**src/source/eth_defs.svh**
```systemverilog
`ifndef ETH_DEFS_SVH
`define ETH_DEFS_SVH

// idle cycles counted by the controller before each transmit
`define ETH_GAP      90

// payload bytes in every transmitted frame
`define ETH_TX_LEN   64

// preamble and delimiter
`define ETH_PRE_LEN  7
`define ETH_PRE_BYTE 8'h55
`define ETH_SFD      8'hD5

// buffer address widths, 8192 and 128 bytes
`define ETH_TX_AW    13
`define ETH_RX_AW    7

`endif

```
**src/source/eth_pkg.sv**
```systemverilog
`default_nettype none

package eth_pkg;

    // frame scheduling states of the controller
    typedef enum logic [2:0] {
        IDLE   = 3'd0,
        WAIT   = 3'd1,
        ETH_RX = 3'd2,
        ETH_TX = 3'd3,
        DONE   = 3'd4
    } eth_ctrl_state_t;

    typedef enum logic [2:0] {
        TX_IDLE = 3'd0,
        TX_PRE  = 3'd1,
        TX_SFD  = 3'd2,
        TX_DATA = 3'd3,
        TX_END  = 3'd4
    } eth_tx_state_t;

    typedef enum logic [1:0] {
        RX_IDLE = 2'd0,
        RX_PRE  = 2'd1,
        RX_DATA = 2'd2
    } eth_rx_state_t;

endpackage

`default_nettype wire

```
**src/source/eth_rx.sv**
```systemverilog
`timescale 1ns/1ps
`default_nettype none

`include "eth_defs.svh"

module eth_rx import eth_pkg::*; (
    input  wire logic                  clk,
    input  wire logic                  rst,
    input  wire logic                  rxdv,
    input  wire logic                  rxer,
    input  wire logic [7:0]            rxd,
    output logic                       fs_rx,
    output logic      [`ETH_RX_AW-1:0] rx_waddr,
    output logic      [7:0]            rx_wdata,
    output logic                       rx_we,
    output logic                       rx_done,
    output logic      [7:0]            rx_len,
    output logic                       rx_err
);

    eth_rx_state_t state;
    logic [7:0]    cnt;
    logic          err;

    // busy from the byte after the delimiter until rxdv drops
    assign fs_rx = (state == RX_DATA);

    // ~~~~~~~~~~~~~~~~~~~~~~~~~~~~~~~~~~~~~~~~~~~~~~~~~~~~~~~~~~~~~~~~~~~~~
    // deframer
    // ~~~~~~~~~~~~~~~~~~~~~~~~~~~~~~~~~~~~~~~~~~~~~~~~~~~~~~~~~~~~~~~~~~~~~

    always_ff @(posedge clk or posedge rst) begin
        if (rst) begin
            state    <= RX_IDLE;
            cnt      <= '0;
            err      <= 1'b0;
            rx_waddr <= '0;
            rx_we    <= 1'b0;
            rx_done  <= 1'b0;
            rx_len   <= '0;
            rx_err   <= 1'b0;
        end else begin
            rx_we   <= 1'b0;
            rx_done <= 1'b0;
            case (state)
                RX_IDLE: begin
                    cnt <= '0;
                    err <= rxdv & rxer;
                    if (rxdv) begin
                        if (rxd == `ETH_SFD) begin
                            state <= RX_DATA;
                        end else begin
                            state <= RX_PRE;
                        end
                    end
                end
                RX_PRE: begin
                    err <= err | (rxdv & rxer);
                    // cut off before the delimiter, drop without a report
                    if (!rxdv) begin
                        state <= RX_IDLE;
                    end else if (rxd == `ETH_SFD) begin
                        state <= RX_DATA;
                    end
                end
                RX_DATA: begin
                    if (rxdv) begin
                        rx_we    <= 1'b1;
                        rx_waddr <= cnt[`ETH_RX_AW-1:0];
                        cnt      <= cnt + 8'd1;
                        err      <= err | rxer;
                    end else begin
                        rx_done <= 1'b1;
                        rx_len  <= cnt;
                        rx_err  <= err;
                        state   <= RX_IDLE;
                    end
                end
                default: state <= RX_IDLE;
            endcase
        end
    end

    // write data lines up with rx_waddr
    always_ff @(posedge clk) begin
        rx_wdata <= rxd;
    end

    // writes belong to a frame, never to the idle line
    a_no_we_idle: assert property (@(posedge clk) disable iff (rst)
        state == RX_IDLE |-> !rx_we);

endmodule

`default_nettype wire

```
**config.mk**
```make
export PLATFORM = sky130hd
export DESIGN_NAME = eth_rx
export DESIGN_NICKNAME = d
export VERILOG_FILES = /design/src/source/eth_pkg.sv /design/src/source/eth_rx.sv
export VERILOG_INCLUDE_DIRS = /design/src /design/src/source
export SDC_FILE = /design/constraint.sdc
export NUM_CORES = 1
export LEC_CHECK = 0
export ABC_AREA = 1
export BUFFER_PORTS_ARGS = -buffer_cell sky130_fd_sc_hd__buf_2
export CAP_MARGIN = 20
export CORE_MARGIN = 2
export CORE_UTILIZATION = 55
export DETAILED_ROUTE_END_ITERATION = 6
export PLACE_DENSITY = 0.91
export SLEW_MARGIN = 20
export SYNTH_ARGS = -nofsm -noshare
export SYNTH_HDL_FRONTEND = slang
export SYNTH_SLANG_ARGS = --single-unit
```
**constraint.sdc**
```tcl
create_clock -name clk -period 3.4 [get_ports clk]
set_clock_uncertainty 0.15 [all_clocks]
set_input_delay 1.02 -clock clk [delete_from_list [all_inputs] [get_ports clk]]
set_output_delay 1.02 -clock clk [all_outputs]
set_load 0.02 [all_outputs]
```
# == Yosys cells after proc, flatten, opt, wreduce, memory -nomap -nowiden ==
# Cells that the tools add are included.
# word_totals
register_bits,37
inputBits,12
out_inout_bits,27
elab_cells,43
# op_classes
n_eq_ne,7
n_bitwise,4
add_sub_neg,1
n_reduce_logical,8
muxes,14
# op_table
op,count
8-bit case mux with 2 select lines,1
2-bit two-way mux,5
8-bit by 1-bit adder with 8-bit output (second input constant),1
8-bit equality test (second input constant),1
8-bit two-way mux,1
2-bit AND reduction,4
2-bit != test (second input constant),3
2-bit case mux with 3 select lines,1
1-bit two-way mux,5
3-bit != test (second input constant),1
1-bit case mux with 3 select lines,1
3-bit AND reduction,1
3-bit nonzero test,1
2-bit by 1-bit equality test with 1-bit output (second input constant),1
2-bit equality test (second input constant),1
2-bit logical NOT,1
1-bit OR,2
2-bit nonzero test,1
1-bit bitwise AND,1
1-bit inverter,1

# == Depth between registers and ports, before layout ==
# depth
word_depth,4
depth_mapped,8
ltp_nobuf,8

# == Worst setup path before layout ==
# OpenSTA, ideal clock, no wires.
# synth_path
path_type,register -> output
startpoint,register state[0]
endpoint,output port fs_rx
t_required_ns,2.230
slack_ns,1.452
stages_incl_launch_ff,3
n_path_buf,0
arrival_time_ns,0.778
cell_sequence,dfrtp_1 inv_1 ha_1
# synth_via
elab_chain_len,1
# synth_rtl
item,line,rtl
"start, declared",eth_rx.sv:21,eth_rx_state_t state;
"start signal, assigned",eth_rx.sv:34,state <= RX_IDLE;
"start signal, assigned",eth_rx.sv:51,state <= RX_DATA;
"start signal, assigned",eth_rx.sv:53,state <= RX_PRE;
2-bit equality test,eth_rx.sv:26,assign fs_rx = (state == RX_DATA);
"end, declared",eth_rx.sv:12,"output logic fs_rx,"
# Every way passes these cells.

# == Worst setup path in the final report ==
# Same ends and word-level chain as after synthesis.

==> impl_metrics.json <==
{
  "root_buffer": "clkbuf_4",
  "num_vias": 1207,
  "p_leak_nw": 0.9273,
  "finalHoldViolations": 0,
  "drcViolationCount": 0,
  "cts.clk_slew.worst_paths_ns": 0.11,
  "cts-hold-fix-buffers": 0,
  "overflow": 0,
  "cp_max_fo": 4,
  "final_cells": 234,
  "cts_max_level": 2,
  "min_path_type": "flip-flop to flip-flop",
  "cp_cell_sequence": "inv_1 -> ha_1 -> buf_2",
  "synthAdderAreaFrac": 0.04205,
  "die_y_um": 56.01,
  "path_depth": 3,
  "avgSynthCellArea_sq_um": 9.356,
  "grtUsageTotal": 0.1985,
  "synth_compound_area_frac": 0.09420,
  "synth.distinct_cells": 25,
  "grt_start_max_net_pins": 30,
  "synth_cells": 159,
  "cpMaxStageDelayCell": "dfrtp_1",
  "cp.arrival_ns": 1.27,
  "cts_tree": "yes",
  "grt_pass1_vias": 1131,
  "tns_ns": 0,
  "synthesis.area_sq_um": 1488,
  "whs_ns": 0.3452,
  "start_util": 0.5898,
  "cp_slowest_stage_delay_ns": 0.43,
  "cp.buffers_inverters": 2,
  "fin_crit_ns": 2.438,
  "syn-num-nets": 176,
  "peakVddDrop_mv": 0.4799,
  "max_freq_ghz": 0.4102,
  "fin_crit_sh": 0.7170,
  "multiInputGateArea_sq_um": 501.7,
  "cp-end-kind": "primary output",
  "regArea_sq_um": 885.9,
  "crit_required_ns": 2.23,
  "grt_pass1_wl_mm": 4.740,
  "critPathKind": "flip-flop to primary output",
  "final_antenna_net_count": 0,
  "io_buffers": 38,
  "rows": 18,
  "drive_gt1_frac": 0.2696,
  "critPathLaunchType": "flip-flop",
  "first_pass_iters": 4,
  "slew_headroom": 0.7631,
  "gp_congestion": 0.9022,
  "num_antenna_cells": 0,
  "synth-seq-cells": 37,
  "cts-buffers-inserted": 5,
  "wl_per_cell_um": 12.26,
  "rsz0062_at_grt": "false",
  "fp.dieW_um": 56.01,
  "synth_edf_count": 0,
  "cts_sinks": 37,
  "area_growth_pct": 20.27,
  "wirelength_mm": 2.868,
  "synth-xor-area-share": 0,
  "dp_hpwl_mm": 2.100,
  "antenna_found_initial": 0,
  "drv_cap": 0,
  "yosysSeqAreaShare": 0.5955,
  "io_pins": 39,
  "outcome": "completed",
  "vias_per_cell": 5.158,
  "dr.first_iter.drc_count": 47,
  "post_cts_resized": 0,
  "synth_top_family_by_area": "simple AND/OR/NAND/NOR gates",
  "tightest_slew_ns": 0.3554,
  "async_flop_share": 0.7838,
  "muxShareOfSynthArea": 0,
  "core_area_sq_um": 2522,
  "p_total_mw": 0.9293,
  "die-area_sq_um": 3137,
  "fillers": 226,
  "synth_ff_type": "dfrtp_1",
  "drv_slew": 0,
  "holdPathStages": 2,
  "clockBufferDepth": 2,
  "synthSimpleGateAreaFrac": 0.2010,
  "ys_warn_count": 0,
  "powerDensity_nw_per_um2": 519.4,
  "cts_setup_buffers": 0,
  "clkLatencyLatePin_ns": 0.34,
  "cp_top_family": "flip-flops",
  "final_nets": 220,
  "setup_viol": 0,
  "ff2ff_path_depth": 8,
  "place_inst": 226
}
stage by stage:
step	util	area [sq um]	worst slack, ns
floorplan	-	1488	1.452
global placement	0.6756	1704	1.302
detailed placement	0.6756	1704	1.244
CTS	0.7093	1789	0.9413
global route	0.7093	1789	0.8928
finish	0.7093	1789	0.9621
layout by cell type (no fill, tap or decap), drive strengths merged, types with 2 or more instances in the layout:
master  synthesis  layout
nand3           8       8
dfrtp          29      29
nor2           16      16
a21oi           3       3
ha              5       5
clkbuf          0       7
buf             2      39
nand4           3       3
nand2          37      37
inv            21      21
nor3            2       2
dfxtp           8       8
o21ai          20      20
cells in the mapped netlist, types with 2 or more instances:
| cell type | instances | area share |
|---|---|---|
| ha_1 | 5 | 0.042 |
| inv_2 | 2 | 0.0050 |
| dfxtp_1 | 8 | 0.11 |
| nor2_2 | 3 | 0.013 |
| dfrtp_1 | 29 | 0.49 |
| nand2_1 | 36 | 0.091 |
| nor2_1 | 12 | 0.030 |
| nand4_1 | 3 | 0.013 |
| inv_1 | 18 | 0.045 |
| nand3_1 | 8 | 0.027 |
| nor3_1 | 2 | 0.0067 |
| o21ai_0 | 9 | 0.030 |
| a21oi_1 | 2 | 0.0067 |
| o21ai_1 | 11 | 0.037 |
per-layer routing:
| metal | share of wire | global-route usage | wire (um) |
|---|---|---|---|
| met2 | 0.49 | 0.3277 | 1394 |
| met1 | 0.43 | 0.2303 | 1239 |
| met3 | 0.075 | 0.06047 | 216 |
| met4 | 0.0066 | 0.1054 | 19 |
| met5 | 0 | 0 | 0 |
layout make-up:
class	instances	share of cell area
multi-input cells	99	0.2804
clock buffers	7	0.03077
repair buffers	39	0.1105
flip-flops and latches	37	0.4951
well taps	30	0.02098
clock inverters	1	0.01678
inverters	21	0.04545
flip-flops by register name, summed over array words and instances (netlist names):
| name | cells |
|---|---|
| cnt | 8 |
| rx_len | 8 |
| rx_wdata | 8 |
| rx_waddr | 7 |
| state | 2 |
| err | 1 |
| rx_done | 1 |
| rx_err | 1 |
| rx_we | 1 |
cells by family (layout without fill, tap and decap cells):
family                   Yosys count  in the layout
AO/OA/AOI/OAI                     26             26
AND/OR/NAND/NOR                   68             68
flip-flops                        37             37
buffers and inverters             23             68
adder cells (fa/ha/maj)            5              5
final timing paths:
path / start / endpoint / slack (ns)
max in group asynchronous: rst / cnt[7] / 2.25
max reg2reg: state[0] / state[1] / 1.68
min: rx_len[5] / rx_len[5] / 0.35
max: state[0] / fs_rx / 0.96
min in group asynchronous: rst / cnt[2] / 0.58
min reg2reg: rx_len[5] / rx_len[5] / 0.35
where the power goes:
part | total, mW | switching, mW | internal (mW)
clock network | 0.315 | 0.139 | 0.176
registers | 0.473 | 0.0123 | 0.460
logic | 0.142 | 0.0940 | 0.0482
total | 0.929 | 0.245 | 0.684
worst register-to-register path: stages (launching register included):
cell,delay (ns)
dfrtp_1,0.41
inv_1,0.08
ha_1,0.25
nand2_2,0.27
inv_4,0.09
nor2_2,0.17
nand2_1,0.09
nand2_1,0.06
nand2_1,0.05
No activity file was read; power rests on OpenSTA's default activity.
