## src/source/eth_defs.svh

```systemverilog
`ifndef ETH_DEFS_SVH
`define ETH_DEFS_SVH

// idle cycles counted by the controller before each transmit
`define ETH_GAP      90

// payload bytes in every transmitted frame
`define ETH_TX_LEN   64

// preamble and delimiter
`define ETH_PRE_LEN  7
`define ETH_PRE_BYTE 8'h55
`define ETH_SFD      8'hD5

// buffer address widths, 8192 and 128 bytes
`define ETH_TX_AW    13
`define ETH_RX_AW    7

`endif

```

## src/source/eth_pkg.sv

```systemverilog
`default_nettype none

package eth_pkg;

    // frame scheduling states of the controller
    typedef enum logic [2:0] {
        IDLE   = 3'd0,
        WAIT   = 3'd1,
        ETH_RX = 3'd2,
        ETH_TX = 3'd3,
        DONE   = 3'd4
    } eth_ctrl_state_t;

    typedef enum logic [2:0] {
        TX_IDLE = 3'd0,
        TX_PRE  = 3'd1,
        TX_SFD  = 3'd2,
        TX_DATA = 3'd3,
        TX_END  = 3'd4
    } eth_tx_state_t;

    typedef enum logic [1:0] {
        RX_IDLE = 2'd0,
        RX_PRE  = 2'd1,
        RX_DATA = 2'd2
    } eth_rx_state_t;

endpackage

`default_nettype wire

```

## src/source/eth_tx.sv

```systemverilog
`timescale 1ns/1ps
`default_nettype none

`include "eth_defs.svh"

module eth_tx import eth_pkg::*; (
    input  wire logic                  clk,
    input  wire logic                  rst,
    input  wire logic                  fs_tx,
    output logic                       fd_tx,
    output logic      [`ETH_TX_AW-1:0] tx_raddr,
    input  wire logic [7:0]            tx_rdata,
    output logic                       txen,
    output logic      [7:0]            txd
);

    eth_tx_state_t state;
    logic          fs_tx_d;
    logic          start;
    logic [7:0]    cnt;

    assign start = fs_tx & ~fs_tx_d;

    // ~~~~~~~~~~~~~~~~~~~~~~~~~~~~~~~~~~~~~~~~~~~~~~~~~~~~~~~~~~~~~~~~~~~~~
    // framer
    // ~~~~~~~~~~~~~~~~~~~~~~~~~~~~~~~~~~~~~~~~~~~~~~~~~~~~~~~~~~~~~~~~~~~~~

    // tx_raddr runs one byte ahead of txd, covering the buffer read latency
    always_ff @(posedge clk or posedge rst) begin
        if (rst) begin
            state    <= TX_IDLE;
            fs_tx_d  <= 1'b0;
            cnt      <= '0;
            tx_raddr <= '0;
            txen     <= 1'b0;
            txd      <= '0;
            fd_tx    <= 1'b0;
        end else begin
            fs_tx_d <= fs_tx;
            fd_tx   <= 1'b0;
            case (state)
                TX_IDLE: begin
                    tx_raddr <= '0;
                    if (start) begin
                        state <= TX_PRE;
                        cnt   <= '0;
                        txen  <= 1'b1;
                        txd   <= `ETH_PRE_BYTE;
                    end
                end
                TX_PRE: begin
                    if (cnt == 8'(`ETH_PRE_LEN - 1)) begin
                        state    <= TX_SFD;
                        txd      <= `ETH_SFD;
                        tx_raddr <= tx_raddr + 1'b1;
                    end else begin
                        cnt <= cnt + 8'd1;
                    end
                end
                TX_SFD: begin
                    // first payload byte was fetched during the last preamble byte
                    state    <= TX_DATA;
                    cnt      <= '0;
                    txd      <= tx_rdata;
                    tx_raddr <= tx_raddr + 1'b1;
                end
                TX_DATA: begin
                    if (cnt == 8'(`ETH_TX_LEN - 1)) begin
                        state    <= TX_END;
                        txen     <= 1'b0;
                        txd      <= '0;
                        fd_tx    <= 1'b1;
                        tx_raddr <= '0;
                    end else begin
                        cnt      <= cnt + 8'd1;
                        txd      <= tx_rdata;
                        tx_raddr <= tx_raddr + 1'b1;
                    end
                end
                TX_END:  state <= TX_IDLE;
                default: state <= TX_IDLE;
            endcase
        end
    end

    // bytes go out only inside the slot the controller granted
    a_txen_in_slot: assert property (@(posedge clk) disable iff (rst)
        txen |-> fs_tx);

    a_fd_pulse: assert property (@(posedge clk) disable iff (rst)
        fd_tx |=> !fd_tx);

endmodule

`default_nettype wire

```

## config.mk

```make
export PLATFORM = sky130hd
export DESIGN_NAME = eth_tx
export DESIGN_NICKNAME = d
export VERILOG_FILES = /design/src/source/eth_pkg.sv /design/src/source/eth_tx.sv
export VERILOG_INCLUDE_DIRS = /design/src /design/src/source
export SDC_FILE = /design/constraint.sdc
export NUM_CORES = 1
export LEC_CHECK = 0
export BUFFER_PORTS_ARGS = -buffer_cell sky130_fd_sc_hd__buf_4
export CORE_ASPECT_RATIO = 1.75
export CORE_MARGIN = 8
export CORE_UTILIZATION = 43
export CTS_CLUSTER_DIAMETER = 200
export CTS_CLUSTER_SIZE = 12
export DETAILED_ROUTE_END_ITERATION = 16
export PLACE_DENSITY = 0.71
export SETUP_SLACK_MARGIN = 0.4
export SYNTH_ARGS = -nofsm -noshare
export SYNTH_HDL_FRONTEND = slang
export SYNTH_SLANG_ARGS = --single-unit
```

## constraint.sdc

```tcl
create_clock -name clk -period 3.7 [get_ports clk]
set_input_delay 0.925 -clock clk [delete_from_list [all_inputs] [get_ports clk]]
set_output_delay 0.925 -clock clk [all_outputs]
set_load 0.1 [all_outputs]
```

# After elaboration in Yosys (flattened, before gate mapping)
# Index checks and enable logic that the tools add are counted.
totals:
  in_bits: 11
  reg_bits: 35
  output_inout_bits: 23
op_classes:
  n_addsub: 2
  n_mux: 20
  n_eq_ne: 10
  reduce_logical: 8
  n_bitwise: 2
op_table:
  columns: ["operator", "count"]
  rows:
  - ["$pmux W8 S4", 2]
  - ["$pmux W13 S4", 1]
  - ["$mux W8", 6]
  - ["$mux W13", 2]
  - ["$add A13 B1 Y13 const B", 1]
  - ["$pmux W3 S4", 1]
  - ["$ne A2 B2 Y1 const B", 5]
  - ["$mux W3", 3]
  - ["$reduce_and A3 Y1", 3]
  - ["$add A8 B1 Y8 const B", 1]
  - ["$eq A8 B3 Y1 const B", 1]
  - ["$eq A8 B6 Y1 const B", 1]
  - ["$eq A3 B2 Y1 const B", 2]
  - ["$mux W1", 4]
  - ["$reduce_and A4 Y1", 1]
  - ["$reduce_bool A4 Y1", 1]
  - ["$eq A3 B1 Y1 const B", 1]
  - ["$logic_not A3 Y1", 1]
  - ["$pmux W1 S2", 1]
  - ["$reduce_and A2 Y1", 1]
  - ["$reduce_bool A2 Y1", 1]
  - ["$and A1 B1 Y1", 1]
  - ["$not A1 Y1", 1]

# Longest topological paths before layout
depth:
  depth_word: 4
  depth_mapped: 8

# Worst setup path after synthesis
# OpenSTA, ideal clock, no wires.
synth_path:
  kind: "register to register"
  startpoint: "reg tx_raddr[2]"
  endpoint: "reg tx_raddr[7]"
  path_slack_ns: 1.525
  n_path_buf: 0
  stages_incl_launch_ff: 5
  arrival_time_ns: 2.097
  setup_ns: 0.078
  required_time_ns: 3.622
  synth_period_minus_slack_ns: 2.175
  cell_sequence: "dfrtp_1 and4_1 nand2_1 or4_1 a21oi_1"
synth_via:
  elab_chain_len: 3
  word_cells_on_any_way: 4
  classes_between: "1 x add/sub; 3 x mux"
synth_lines:
  columns: ["element", "line", "text"]
  rows:
  - ["start: declaration", "eth_tx.sv:11", "output logic [`ETH_TX_AW-1:0] tx_raddr,"]
  - ["start signal: assignment", "eth_tx.sv:55", "tx_raddr <= tx_raddr + 1'b1;"]
  - ["start signal: assignment", "eth_tx.sv:65", "tx_raddr <= tx_raddr + 1'b1;"]
  - ["start signal: assignment", "eth_tx.sv:77", "tx_raddr <= tx_raddr + 1'b1;"]
  - ["$add A13 B1 Y13 (*)", "eth_tx.sv:55, eth_tx.sv:65, eth_tx.sv:77", null]
  - ["$mux W13 (on tied branches)", "eth_tx.sv:68, eth_tx.sv:52", null]
  - ["$pmux W13 S4 (*)", "eth_tx.sv:41", "case (state)"]
# Mark *: on every way between the ends. The rest lies on a longest branch, timed or not. The select of a mux whose other input is x is not followed.
# A chain may end at the register's enable or synchronous reset.

# Final worst setup path
layout_path:
  startpoint: "reg state[2]"
  endpoint: "reg tx_raddr[8]"
layout_via:
  elab_chain_len: 3
  word_cells_on_any_way: 8
  classes_between: "4 x eq/ne; 1 x mux; 3 x reduce/logical"
layout_lines:
  columns: ["element", "line", "text"]
  rows:
  - ["start: declaration", "eth_tx.sv:17", "eth_tx_state_t state;"]
  - ["start signal: assignment", "eth_tx.sv:31", "state <= TX_IDLE;"]
  - ["start signal: assignment", "eth_tx.sv:45", "state <= TX_PRE;"]
  - ["start signal: assignment", "eth_tx.sv:53", "state <= TX_SFD;"]
  - ["$eq A3 B1 Y1 (tied with other cells)", "eth_tx.sv:41", null]
  - ["$ne A2 B2 Y1 (no line) / $reduce_bool A4 Y1 (equally long branches)", null, null]
  - ["$reduce_and A2 Y1 (no line)", null, null]
# Several ways; a longest one is shown, not always the timed one.

==> impl_metrics.toml <==
[clock_tree]
cts_buffers = 5
clkLatencyLatePin_ps = 290
clk_path_buf_depth = 2
clock-sinks = 35
post_cts_buffers = 0
hold_buffers = 0
htree_levels = 2
cts-root-buf = "clkbuf_8"
cts.repair.resized = 0
clk_pin_slew_ps = 70
cts_tree = "done"

[placed_design]
place_area_um2 = 2090
gp_congestion = 0.853
dp_hpwl_mm = 3.43
port_buffers = 33

[floorplanning]
fp.dieW_um = 65.1
die_area_um2 = 6620
initial_utilization_pct = 44.0
die_y_um = 102
num_rows = 31
core-area_um2 = 4110
io_pins = 34

[logic_synthesis]
syn_nets = 195
ys_types = 45
syn_area_um2 = 1810
yosysMostFrequentCell = "dfrtp_1"
synth_cells = 181
synthTopCellsByArea = "dfrtp_1, a21oi_1, a22o_1"
synthAdderAreaFrac_pct = 2.07
muxShareOfSynthArea_pct = 1.17
synth_common_cells = "dfrtp_1, a21oi_1, nand2_1"
synthFlopType = "dfrtp_1"
synth-seq-area-share_pct = 48.4
synth_xor_area_share_pct = 0.484
ys_seq_elements = 35
synth-compound-area-share_pct = 21.1
synthSimpleGateAreaFrac_pct = 22.7
synth_edf_count = 0
yosysTopAreaCell = "dfrtp_1"
ys.warnings.count = 0
syn_avg_cell_area_um2 = 10.0
synth-async-reset-ratio_pct = 100
synth_top_family_by_area = "simple AND/OR/NAND/NOR gates"
synth_top_cell_area_share_pct = 48.4

[grt]
gr-total-overflow = 0
antenna_found_initial = 0
grt_pass1_wl_mm = 7.47
grt_pass1_vias = 1599
grt_max_degree = 36
track_usage_pct = 14.5

[cells_and_area]
area_growth_pct = 20.2
final_util_pct = 52.9
stdcell_area_um2 = 2180
num_antenna_cells = 0
final_nets = 231
drive_above_1_share_pct = 22.1

[hold_path]
holdPathStages = 1
min_path_type = "flop to flop"

[drt]
routedWlPerCell_um = 17.2
first_pass_iters = 4
initialDrtViolationCount = 78
vias = 1551
drcViolationCount = 0
ant_nets = 0
viasPerCell = 5.83
wl_mm = 4.58

[outcome]
outcome = "complete, no violations"

[critical_path]
slowest_delay_ps = 710
critPathLaunchType = "flop"
crit_chain = "or3b_4 -> a22oi_2 -> o21ai_0 -> a21oi_1"
r2r_cells = 4
end_kind = "flop"
critPathMaxFanout = 23
critPathKind = "flop to flop"
critPathTopFamily = "compound AO/OA/AOI/OAI gates"
crit_cells = 4
path_buf_inv = 0
required_ps = 3910
critPathArrivalTime_ps = 2330
critPathSlowestCell = "a22oi_2"

[timing]
rsz0062_at_grt = "no"
setup_viol = 0
slew_headroom_pct = 44.0
period_share_pct = 57.1
finClkSkew_ps = 3.49
finalMaxSlewViolations = 0
worst_pin_slew_ps = 840
max_clock_freq_ghz = 0.473
hold_viol_final = 0
holdWs_ps = 494
min_period_ps = 2110
fin_tns_setup_ps = 0

[run]
drv_cap = 0

[pwr]
fin_total_pwr_w = 0.000686
powerDensity_nw_per_um2 = 315
worst_ir_drop_vdd_uv = 253
total_leakage_power_nw = 0.996
registers in the layout (all words and copies together), names as in the netlist:
name and flops:
state 3, cnt 8, txen 1, fs_tx_d 1, txd 8, tx_raddr 13, fd_tx 1
worst register-to-register path, stage by stage (launching register included):
cell and delay [ps]:
dfrtp_1 510, or3b_4 450, a22oi_2 710, o21ai_0 210, a21oi_1 150
cell families (layout without fill, tap and decap cells):
| kind of cell | Yosys count | after routing |
|---|---|---|
| muxes | 2 | 2 |
| AOI/OAI and AO/OA | 55 | 55 |
| xor gates and xnor gates | 1 | 1 |
| adders and majority gates | 3 | 3 |
| and+or+nand+nor | 71 | 71 |
| buffers and inverters | 14 | 50 |
| DFF | 35 | 35 |
layout by cell type (no fill, tap or decap), types with 2 or more instances in the layout:
cell,netlist,layout
nor3b_1,2,2
or3_1,6,6
o2bb2ai_1,4,4
nand2b_1,2,2
or4_1,5,5
nand3_1,9,9
inv_1,9,9
o211ai_1,2,2
dfrtp_1,35,35
nor2_1,10,10
a22o_1,8,8
o21ai_0,6,6
nand2_1,15,15
nor3_1,5,5
a21oi_1,15,15
o31ai_1,6,6
o21a_1,2,2
nand4_1,3,3
ha_1,3,3
a21o_1,2,2
buf_4,0,34
a31oi_1,2,2
clkbuf_8,0,6
and3_1,6,6
report_power, final:
part	switching, W	internal (W)	leakage (nW)
Combinational	0.0000142	0.00000870	0.501
Sequential	0.000000445	0.000384	0.449
Clock	0.000133	0.000146	0.0470
Total	0.000148	0.000538	0.996
worst paths after layout:
check                      slack [ps]  startpoint     endpoint
max                              1590    state[2]  tx_raddr[8]
min                               490      txd[4]       txd[4]
max reg2reg                      1590    state[2]  tx_raddr[8]
min reg2reg                       490      txd[4]       txd[4]
max in group asynchronous        2630         rst  tx_raddr[9]
min in group asynchronous         740         rst       txd[1]
through the flow:
step,instances,setup slack (ps)
after floorplan,181,1520
after global placement,259,1510
after detailed placement,259,1490
after CTS,266,1570
after global routing,266,1410
final,266,1590
routing by layer:
| layer | vias to the layer above | global-route usage, % | routed length, um |
|---|---|---|---|
| met5 | - | 0 | 0 |
| met4 | 0 | 7.26 | 100 |
| met3 | 8 | 3.73 | 159 |
| met2 | 26 | 28.5 | 2670 |
| met1 | 763 | 12.9 | 1650 |
| li1 | 754 | - | - |
final cells by class:
type	instances	area, um2
Fill cell	416	1940
Sequential cell	35	876
Multi-Input combinational cell	132	862
Timing Repair Buffer	34	255
Clock buffer	6	82.6
Tap cell	49	61.3
Inverter	9	33.8
Clock inverter	1	5.00
Power figures use the tool's default switching activity.
