==> src/source/eth_defs.svh <==
`ifndef ETH_DEFS_SVH
`define ETH_DEFS_SVH

// idle cycles counted by the controller before each transmit
`define ETH_GAP      90

// payload bytes in every transmitted frame
`define ETH_TX_LEN   64

// preamble and delimiter
`define ETH_PRE_LEN  7
`define ETH_PRE_BYTE 8'h55
`define ETH_SFD      8'hD5

// buffer address widths, 8192 and 128 bytes
`define ETH_TX_AW    13
`define ETH_RX_AW    7

`endif

==> src/source/eth_pkg.sv <==
`default_nettype none

package eth_pkg;

    // frame scheduling states of the controller
    typedef enum logic [2:0] {
        IDLE   = 3'd0,
        WAIT   = 3'd1,
        ETH_RX = 3'd2,
        ETH_TX = 3'd3,
        DONE   = 3'd4
    } eth_ctrl_state_t;

    typedef enum logic [2:0] {
        TX_IDLE = 3'd0,
        TX_PRE  = 3'd1,
        TX_SFD  = 3'd2,
        TX_DATA = 3'd3,
        TX_END  = 3'd4
    } eth_tx_state_t;

    typedef enum logic [1:0] {
        RX_IDLE = 2'd0,
        RX_PRE  = 2'd1,
        RX_DATA = 2'd2
    } eth_rx_state_t;

endpackage

`default_nettype wire

==> src/source/eth_ctrl.sv <==
`timescale 1ns/1ps
`default_nettype none

`include "eth_defs.svh"

module eth_ctrl import eth_pkg::*; (
    input  wire logic clk,
    input  wire logic rst,
    input  wire logic fs_rx,
    input  wire logic fd_tx,
    output logic      fs_tx
);

    eth_ctrl_state_t state;
    eth_ctrl_state_t state_nxt;
    logic [15:0]     gap_cnt;
    logic            gap_done;

    assign gap_done = (gap_cnt >= 16'(`ETH_GAP - 1));
    assign fs_tx    = (state == ETH_TX);

    // ~~~~~~~~~~~~~~~~~~~~~~~~~~~~~~~~~~~~~~~~~~~~~~~~~~~~~~~~~~~~~~~~~~~~~
    // scheduling FSM
    // ~~~~~~~~~~~~~~~~~~~~~~~~~~~~~~~~~~~~~~~~~~~~~~~~~~~~~~~~~~~~~~~~~~~~~

    always_ff @(posedge clk or posedge rst) begin
        if (rst) begin
            state <= IDLE;
        end else begin
            state <= state_nxt;
        end
    end

    always_comb begin
        state_nxt = state;
        case (state)
            IDLE: state_nxt = WAIT;
            WAIT: begin
                // a receive in progress defers the transmit
                if (fs_rx) begin
                    state_nxt = ETH_RX;
                end else if (gap_done) begin
                    state_nxt = ETH_TX;
                end
            end
            ETH_RX: begin
                if (!fs_rx) begin
                    state_nxt = DONE;
                end
            end
            ETH_TX: begin
                if (fd_tx) begin
                    state_nxt = DONE;
                end
            end
            DONE:    state_nxt = WAIT;
            default: state_nxt = IDLE;
        endcase
    end

    // inter-frame gap, restarts on every return to WAIT
    always_ff @(posedge clk or posedge rst) begin
        if (rst) begin
            gap_cnt <= '0;
        end else if (state == WAIT) begin
            gap_cnt <= gap_cnt + 16'd1;
        end else begin
            gap_cnt <= '0;
        end
    end

    // the framer only reports completion of a frame this block scheduled
    a_fd_in_tx: assert property (@(posedge clk) disable iff (rst)
        fd_tx |-> state == ETH_TX);

    a_state_legal: assert property (@(posedge clk) disable iff (rst)
        state inside {IDLE, WAIT, ETH_RX, ETH_TX, DONE});

endmodule

`default_nettype wire

==> config.mk <==
export PLATFORM = sky130hd
export DESIGN_NAME = eth_ctrl
export DESIGN_NICKNAME = d
export VERILOG_FILES = /design/src/source/eth_pkg.sv /design/src/source/eth_ctrl.sv
export VERILOG_INCLUDE_DIRS = /design/src /design/src/source
export SDC_FILE = /design/constraint.sdc
export NUM_CORES = 1
export LEC_CHECK = 0
export ABC_CLOCK_PERIOD_IN_PS = 1300
export BUFFER_PORTS_ARGS = -buffer_cell sky130_fd_sc_hd__clkbuf_2
export CAP_MARGIN = 20
export CORE_MARGIN = 5
export CORE_UTILIZATION = 41
export DETAILED_ROUTE_END_ITERATION = 6
export PLACE_DENSITY_LB_ADDON = 0.15
export SETUP_SLACK_MARGIN = 0.3
export SKIP_CTS_REPAIR_TIMING = 1
export SYNTH_ARGS = -nofsm -noshare
export SYNTH_HDL_FRONTEND = slang
export SYNTH_SLANG_ARGS = --single-unit
==> constraint.sdc <==
create_clock -name clk -period 1.3 [get_ports clk]
set_input_delay 0.065 -clock clk [delete_from_list [all_inputs] [get_ports clk]]
set_output_delay 0.065 -clock clk [all_outputs]
set_load 0.05 [all_outputs]
# After elaboration in Yosys (flattened, before gate mapping)
# Index checks and enable logic that the tools add are counted.
dict set report op_classes {
  add_sub_neg 1
  n_lt_le_gt_ge 1
  n_reduce_logical 3
  eq_ne 7
  muxes 6
}
# cell count
set ops {}
lappend ops {{$add A16 B1 Y16 const B} 1}
lappend ops {{$ge A16 B7 Y1 const B} 1}
lappend ops {{$mux W16} 1}
lappend ops {{$mux W3} 4}
lappend ops {{$pmux W3 S4} 1}
lappend ops {{$eq A3 B2 Y1 const B} 2}
lappend ops {{$ne A2 B2 Y1 const B} 2}
lappend ops {{$eq A3 B1 Y1 const B} 1}
lappend ops {{$eq A3 B3 Y1 const B} 1}
lappend ops {{$logic_not A3 Y1} 1}
lappend ops {{$ne A3 B3 Y1 const B} 1}
lappend ops {{$reduce_and A3 Y1} 1}
lappend ops {{$reduce_or A2 Y1} 1}
dict set report word_totals {
  output_inout_bits 1
  inputBits 4
  reg_bits 19
}

# Logic depth before layout (Yosys ltp)
# Gate-level depths: netlist of the first run.
dict set report depth {
  ltp_word 4
  depth_mapped 6
}

# Worst setup path after synthesis of the first run
# Ideal clock, no wire load.
dict set report synth_path {
  path_kind {flip-flop to flip-flop}
  from {register gap_cnt[0]}
  to {register gap_cnt[14]}
  arrival_time_ns 1.277
  synth_period_minus_slack_ns 1.396
  stages_incl_launch_ff 6
  path_buffers 0
  path_slack_ns -0.096
  setup_ns 0.118
  path_cell_list {dfrtp_1 > ha_1 > nand2_1 > nor4_2 > nor2_1 > a21o_1}
}
dict set report synth_between {
  elab_chain_len 2
}
# element line
set synth_rtl {}
lappend synth_rtl {{from (decl)} eth_ctrl.sv:16} ;# logic [15:0] gap_cnt;
lappend synth_rtl {{from (signal assigned)} eth_ctrl.sv:66} ;# gap_cnt <= gap_cnt + 16'd1;
lappend synth_rtl {{$add A16 B1 Y16} eth_ctrl.sv:66}
lappend synth_rtl {{$mux W16} eth_ctrl.sv:65} ;# end else if (state == WAIT) begin
# No other way between the ends.
# A chain may end at the register's enable or synchronous reset.

# Worst setup path after layout of the first run
dict set report layout_path {
  from {register gap_cnt[0]}
  to {register gap_cnt[12]}
}
# The elaborated chain is that of the path after synthesis.

==> results.sh, run 1 <==
export IMPL_layout_drive_gt1_share_pct=57.1
export IMPL_met1_length_um=1040
export IMPL_routed_wl_um=2260
export IMPL_worstSetupEndpointType="flop"
export IMPL_stdcell_count=170
export IMPL_syn_area_per_cell_um2=9.92
export IMPL_ir_drop_mv=1.11
export IMPL_io_buffers=4
export IMPL_synth_area_top_cells="dfrtp_1 (45%), xnor2_1 (6.7%), nor2_1 (5.7%), ha_1 (3.6%), nor4_2 (3.6%)"
export IMPL_wl_met3_um=60
export IMPL_cp_start_kind="flop"
export IMPL_finalPower_mw=2.05
export IMPL_clk_latency_ps=290
export IMPL_clkSlewWorstSetupHoldPaths_ps=110
export IMPL_syn_inst=106
export IMPL_grt_pass1_wl_um=3810
export IMPL_synth_area_um2=1050
export IMPL_syn_nets=113
export IMPL_slew_limit_headroom_pct=76.7
export IMPL_synth_edf_count=0
export IMPL_crit_type="reg -> reg"
export IMPL_setup_viol=0
export IMPL_grt_pass1_vias=817
export IMPL_dp_cells=153
export IMPL_startpoint="gap_cnt[0]"
export IMPL_ios=5
export IMPL_die_width_um=60.6
export IMPL_hold_path_class="in -> reg"
export IMPL_grt_ovfl_total=0
export IMPL_core_area_um2=2450
export IMPL_cts_made_buffers=3
export IMPL_yosysTopAreaCell="dfrtp_1"
export IMPL_slew_viol_final=0
export IMPL_max_freq_mhz=775
export IMPL_cts_root_buf="clkbuf_4"
export IMPL_synth_warnings=0
export IMPL_clock_sinks=19
export IMPL_power_share_combinational_pct=48.6
export IMPL_cp_arrival_ps=1480
export IMPL_remaining_drc_errors=0
export IMPL_fp_dieH_um=60.6
export IMPL_power_leakage_nw=0.692
export IMPL_min_period_ps=1290
export IMPL_wl_per_cell_um=13.3
export IMPL_yosysUniqueCellTypes=33
export IMPL_diodes=0
export IMPL_p_sw_share_pct=37.4
export IMPL_post_dp_cell_area_um2=1250
export IMPL_r2r_start="gap_cnt[0]"
export IMPL_crit_fanout=6
export IMPL_syn_to_final_growth_pct=51.1
export IMPL_ys_flop_type="dfrtp_1"
export IMPL_place_ws_ps=-8.82
export IMPL_async_reset_ff_share_pct=100
export IMPL_finalCritPeriodShare_pct=99.3
export IMPL_synth_common_cells="dfrtp_1 (19), nor2_1 (16), nand2_1 (9), xnor2_1 (8), inv_1 (5)"
export IMPL_dr_wl_met2_um=1140
export IMPL_ant_nets=0
export IMPL_final_cell_area_um2=1590
export IMPL_rsz0062_at_grt="true"
export IMPL_maxCapViolations=0
export IMPL_p_per_area_nw_per_um2=1290
export IMPL_p_switching_uw=767
export IMPL_ys_seq_area_share_pct=45.2
export IMPL_synth_top_area_share_pct=45.2
export IMPL_tightest_slew_ps=349
export IMPL_grt_usage_pct=14.0
export IMPL_yosysMostFrequentCell="dfrtp_1"
export IMPL_vias=887
export IMPL_status="finished clean"
export IMPL_timing_final_hold_violations=0
export IMPL_start_util_pct=42.8
export IMPL_cts_tree="built"
export IMPL_finalWorstSetupSlack_ps=9.68
export IMPL_internal_power_mw=1.28
export IMPL_place_gp_congestion=0.827
export IMPL_core_rowCount=18
export IMPL_first_pass_iters=4
export IMPL_vias_per_cell=5.22
export IMPL_cts_max_level=1
export IMPL_required_ps=1490
export IMPL_ys_ff_latch=19
export IMPL_nets=148
export IMPL_drt_initial_drc_count=61
export IMPL_pwr_share_clk_pct=14.3
export IMPL_power_share_sequential_pct=37.1
export IMPL_hold_path_startpoint="fd_tx"
export IMPL_fin_tns_setup_ps=0
export IMPL_finClkSkew_ps=3.16
export IMPL_cts_buffer_depth=2
export IMPL_dp_hpwl_um=1610
export IMPL_highest_layer="met4"
export IMPL_grt_max_degree=12
export IMPL_die_area_um2=3680
export IMPL_antenna_found_initial=0
## per-layer routing
layer  global-route usage [%]  up-vias
met5                        0        -
met4                     4.64        0
met3                     2.55        2
met2                     22.4        7
met1                     19.0      435
li1                         -      443
## final cells by class
class                      count  area [um2]
timing repair buffer          32         285
multi-input combinational     80         732
clock buffer                   4        26.3
sequential                    19         485
fill                         184         867
inverter                       5        21.3
tap                           30        37.5
## power groups by stage
stage	clock (mW)	combinational, mW	sequential [mW]
6_report	0.293	0.997	0.760
3_5_place_dp	0	0.689	0.768
5_1_grt	0.339	1.08	0.771
3_3_place_gp	0	0.690	0.761
2_1_floorplan	0	0.447	0.784
4_1_cts	0.309	0.694	0.756
## cells by family after synthesis
kind of cell / count (synthesis) / share of synthesized area, %
compound gates: 12 / 6.55
flops: 19 / 45.2
fa+ha+maj: 3 / 3.57
xor+xnor: 10 / 8.33
simple gates: 55 / 33.0
buf+inv: 7 / 3.33
## worst paths after layout
path                                to  slack (ps)  cells after the start
max in group asynchronous   gap_cnt[5]         560                      4
min in group asynchronous   gap_cnt[9]         250                      3
min                           state[1]         100                      4
max                        gap_cnt[12]          10                      5
min reg2reg                 gap_cnt[0]         540                      1
max reg2reg                gap_cnt[12]          10                      5
## critical path: stages (launching register included)
cell and delay, ps:
dfrtp_2 450, ha_4 200, nand2_8 80, nor4_4 260
xnor2_1 170, nor2_2 40
## flip-flops by register name, summed over array words and instances (netlist names)
name,count
gap_cnt,16
state,3
## through the flow
| stage | utilization, % | hold slack (ps) |
|---|---|---|
| after floorplan | - | 15.9 |
| after global placement | 51.0 | 35.8 |
| after detailed placement | 51.0 | 35.1 |
| after CTS | 52.0 | -289 |
| after global routing | 64.7 | 118 |
| final | 64.7 | 98.1 |
## cell usage in the layout, fill, tap and decap left out, types with 2 or more instances in the layout
master     n
buf_6     10
nor2_4     3
xnor2_1    7
ha_4       2
nand4_1    2
nor2_2     6
clkbuf_4   3
nor4_4     4
nand3_4    2
dfrtp_1   11
buf_4     17
o22ai_1    2
inv_1      4
a21oi_2    3
dfrtp_2    8
nor4_1     2
clkbuf_2   3
nand2_1    6
nor3_2     2
nand2_2    2
o21ai_0    2
nor2_1    10
nand3_1    4
nor3b_2    2
(Power assumes the default switching activity.)
==> run 2, diff against run 1 <==
--- a/config.mk
+++ b/config.mk
@@ -6,6 +6,7 @@
 export SDC_FILE = /design/constraint.sdc
 export NUM_CORES = 1
 export LEC_CHECK = 0
+export ABC_AREA = 1
 export ABC_CLOCK_PERIOD_IN_PS = 1300
 export BUFFER_PORTS_ARGS = -buffer_cell sky130_fd_sc_hd__clkbuf_2
 export CAP_MARGIN = 20
@@ -13,6 +14,7 @@
 export CORE_UTILIZATION = 41
 export DETAILED_ROUTE_END_ITERATION = 6
 export PLACE_DENSITY_LB_ADDON = 0.15
+export REMOVE_ABC_BUFFERS = 1
 export SETUP_SLACK_MARGIN = 0.3
 export SKIP_CTS_REPAIR_TIMING = 1
 export SYNTH_ARGS = -nofsm -noshare
==> results.sh, run 2 <==
export IMPL_grtUsageMet1_pct=17.5
export IMPL_place_gp_congestion=0.795
export IMPL_grt_use_met3_pct=3.10
export IMPL_muxShareOfSynthArea_pct=0
export IMPL_fillerInstances=241
export IMPL_grt_pass1_wl_um=3860
export IMPL_finalCritPeriodShare_pct=101
export IMPL_grt_ovfl_total=0
export IMPL_clock_sinks=19
export IMPL_first_pass_iters=3
export IMPL_io_buffers=4
export IMPL_place_ws_ps=-2.96
export IMPL_violations="negative setup slack"
export IMPL_finalPower_mw=1.99
export IMPL_grt_pass1_vias=892
export IMPL_hold_path_class="in -> reg"
export IMPL_antenna_found_initial=0
export IMPL_largest_register_ffs=16
export IMPL_slew_viol_final=0
export IMPL_required_ps=1500
export IMPL_grt_max_degree=20
export IMPL_crit_fanout=4
export IMPL_core_rowCount=18
export IMPL_drt_initial_drc_count=42
export IMPL_yosysTopAreaCell="dfrtp_1"
export IMPL_synth_fa_ha_area_share_pct=3.39
export IMPL_cp_endpoint="state[0]"
export IMPL_crit_cells=9
export IMPL_finClkSkew_ps=1.75
export IMPL_cp_cell_sequence="buf_4 -> inv_1 -> ha_1 -> nand2_1 -> nand3_1 -> nand3_2 -> nand2_1 -> nand2_1 -> nand2_1"
export IMPL_status="finished with violations"
export IMPL_synth_top_family_by_area="simple AND/OR/NAND/NOR gates"
export IMPL_cp_arrival_ps=1520
export IMPL_fin_tns_setup_ps=-16.2
export IMPL_yosysMostFrequentCell="nand2_1"
export IMPL_ant_nets=0
export IMPL_crit_family="simple AND/OR/NAND/NOR gates"
export IMPL_startpoint="gap_cnt[0]"
export IMPL_r2r_end="state[0]"
export IMPL_cpPeakStageDelay_ps=410
export IMPL_post_dp_cell_area_um2=1200
export IMPL_use_met2_pct=21.9
export IMPL_start_util_pct=43.9
export IMPL_crit_path_top_delay_cell="dfrtp_1"
export IMPL_cts_buffer_depth=2
export IMPL_ys_seq_area_share_pct=42.9
export IMPL_setup_viol=1
export IMPL_synth_common_cells="nand2_1 (29), nor2_1 (26), dfrtp_1 (19), inv_1 (18), a21oi_1 (8)"
export IMPL_worstSetupEndpointType="flop"
export IMPL_layout_drive_gt1_share_pct=33.1
export IMPL_grt_usage_pct=13.8
export IMPL_synth_simple_area_share_pct=35.9
export IMPL_cts_max_level=1
export IMPL_synth_area_top_cells="dfrtp_1 (43%), nand2_1 (9.8%), nor2_1 (8.8%), inv_1 (6.1%), nor2_4 (4.1%)"
export IMPL_remaining_drc_errors=0
export IMPL_routed_wl_um=2340
export IMPL_ys_flop_type="dfrtp_1"
export IMPL_die_area_um2=3840
export IMPL_clk_latency_ps=300
export IMPL_slew_limit_headroom_pct=79.7
export IMPL_synth_edf_count=0
export IMPL_clkSlewWorstSetupHoldPaths_ps=110
export IMPL_wl_per_cell_um=12.1
export IMPL_critPathBufInv=2
export IMPL_finalWorstSetupSlack_ps=-16.2
export IMPL_reg_largest_list="gap_cnt x16, state x3"
export IMPL_ios=5
export IMPL_synth_warnings=0
export IMPL_synth_xor_xnor_area_share_pct=0.790
export IMPL_yosysUniqueCellTypes=25
export IMPL_ys_ff_latch=19
export IMPL_core_area_um2=2520
export IMPL_vias=980
export IMPL_largest_register="gap_cnt"
export IMPL_busiest_layer="met2"
export IMPL_fp_dieH_um=62
export IMPL_synth_compound_area_share_pct=9.93
export IMPL_tightest_slew_ps=303
export IMPL_nets=171
export IMPL_cts_made_buffers=3
export IMPL_crit_type="reg -> reg"
export IMPL_stdcell_count=193
export IMPL_regToRegSetupSlack_ps=-20
export IMPL_cts_root_buf="clkbuf_4"
export IMPL_die_width_um=62
export IMPL_cp_common_cell="nand2_1"
export IMPL_final_cell_area_um2=1380
export IMPL_async_reset_ff_share_pct=100
export IMPL_ir_drop_mv=1.03
export IMPL_rr_worst_depth=9
export IMPL_cp_start_kind="flop"
export IMPL_p_per_area_nw_per_um2=1440
export IMPL_synth_area_um2=1110
export IMPL_syn_area_per_cell_um2=7.75
export IMPL_rsz0062_at_grt="true"
export IMPL_max_freq_mhz=760
export IMPL_diodes=0
export IMPL_cts_tree="built"
export IMPL_maxCapViolations=0
export IMPL_dp_cells=181
export IMPL_power_leakage_nw=0.603
export IMPL_min_period_ps=1320
export IMPL_syn_to_final_growth_pct=24.6
export IMPL_synth_top_area_share_pct=42.9
export IMPL_final_common_cell="nand2_1"
export IMPL_layout_common_cells="nand2_1 (26), nor2_1 (22), dfrtp_1 (19)"
export IMPL_dp_hpwl_um=1690
export IMPL_syn_inst=143
export IMPL_timing_final_hold_violations=0
export IMPL_vias_per_cell=5.08
export IMPL_r2r_start="gap_cnt[0]"
## run 2: where the power goes
group | total (mW) | switching [mW] | internal (mW) | leakage, nW
registers | 0.726 | 0.0632 | 0.663 | 0.260
clock network | 0.308 | 0.188 | 0.120 | 0.0150
logic | 0.952 | 0.517 | 0.435 | 0.327
total | 1.99 | 0.768 | 1.22 | 0.603
## run 2: kinds of logic after synthesis
family | Yosys count
buf+inv | 21
compound gates | 19
fa+ha+maj | 3
simple gates | 80
xor+xnor | 1
flops | 19
## run 2: cell type report
cell class	count	area, um2	area share [%]
clock buffer	4	26.3	1.90
tap	30	37.5	2.72
inverter	21	85.1	6.16
timing repair buffer	16	134	9.69
sequential	19	475	34.4
multi-input combinational	103	623	45.1
## run 2: routing by layer
layer | up-vias | wire length [um]
met1 | 465 | 1080
li1 | 500 | -
met4 | 0 | 43
met5 | - | 0
met2 | 9 | 1150
met3 | 6 | 61
## run 2: worst min path at each step
stage          cells after the start  slack (ps)     endpoint  start
3_5_place_dp                       3          90   gap_cnt[5]    rst
2_1_floorplan                      1          20   gap_cnt[0]    rst
4_1_cts                            3        -250  gap_cnt[11]    rst
3_3_place_gp                       3          80     state[1]    rst
5_1_grt                            4         110     state[0]  fs_rx
6_report                           4         110     state[0]  fs_rx
## run 2: metrics by stage
step	util, %	hold slack (ps)
global placement	47.4	81.9
floorplan	-	16.1
global route	54.8	109
finish	54.8	108
CTS	48.5	-249
detailed placement	47.4	89.4
## run 2: tightest hold or removal path, cell delays in order
cell and delay, ps:
clkbuf_2 100, o22ai_1 70, nand3_1 80, nand2_1 60
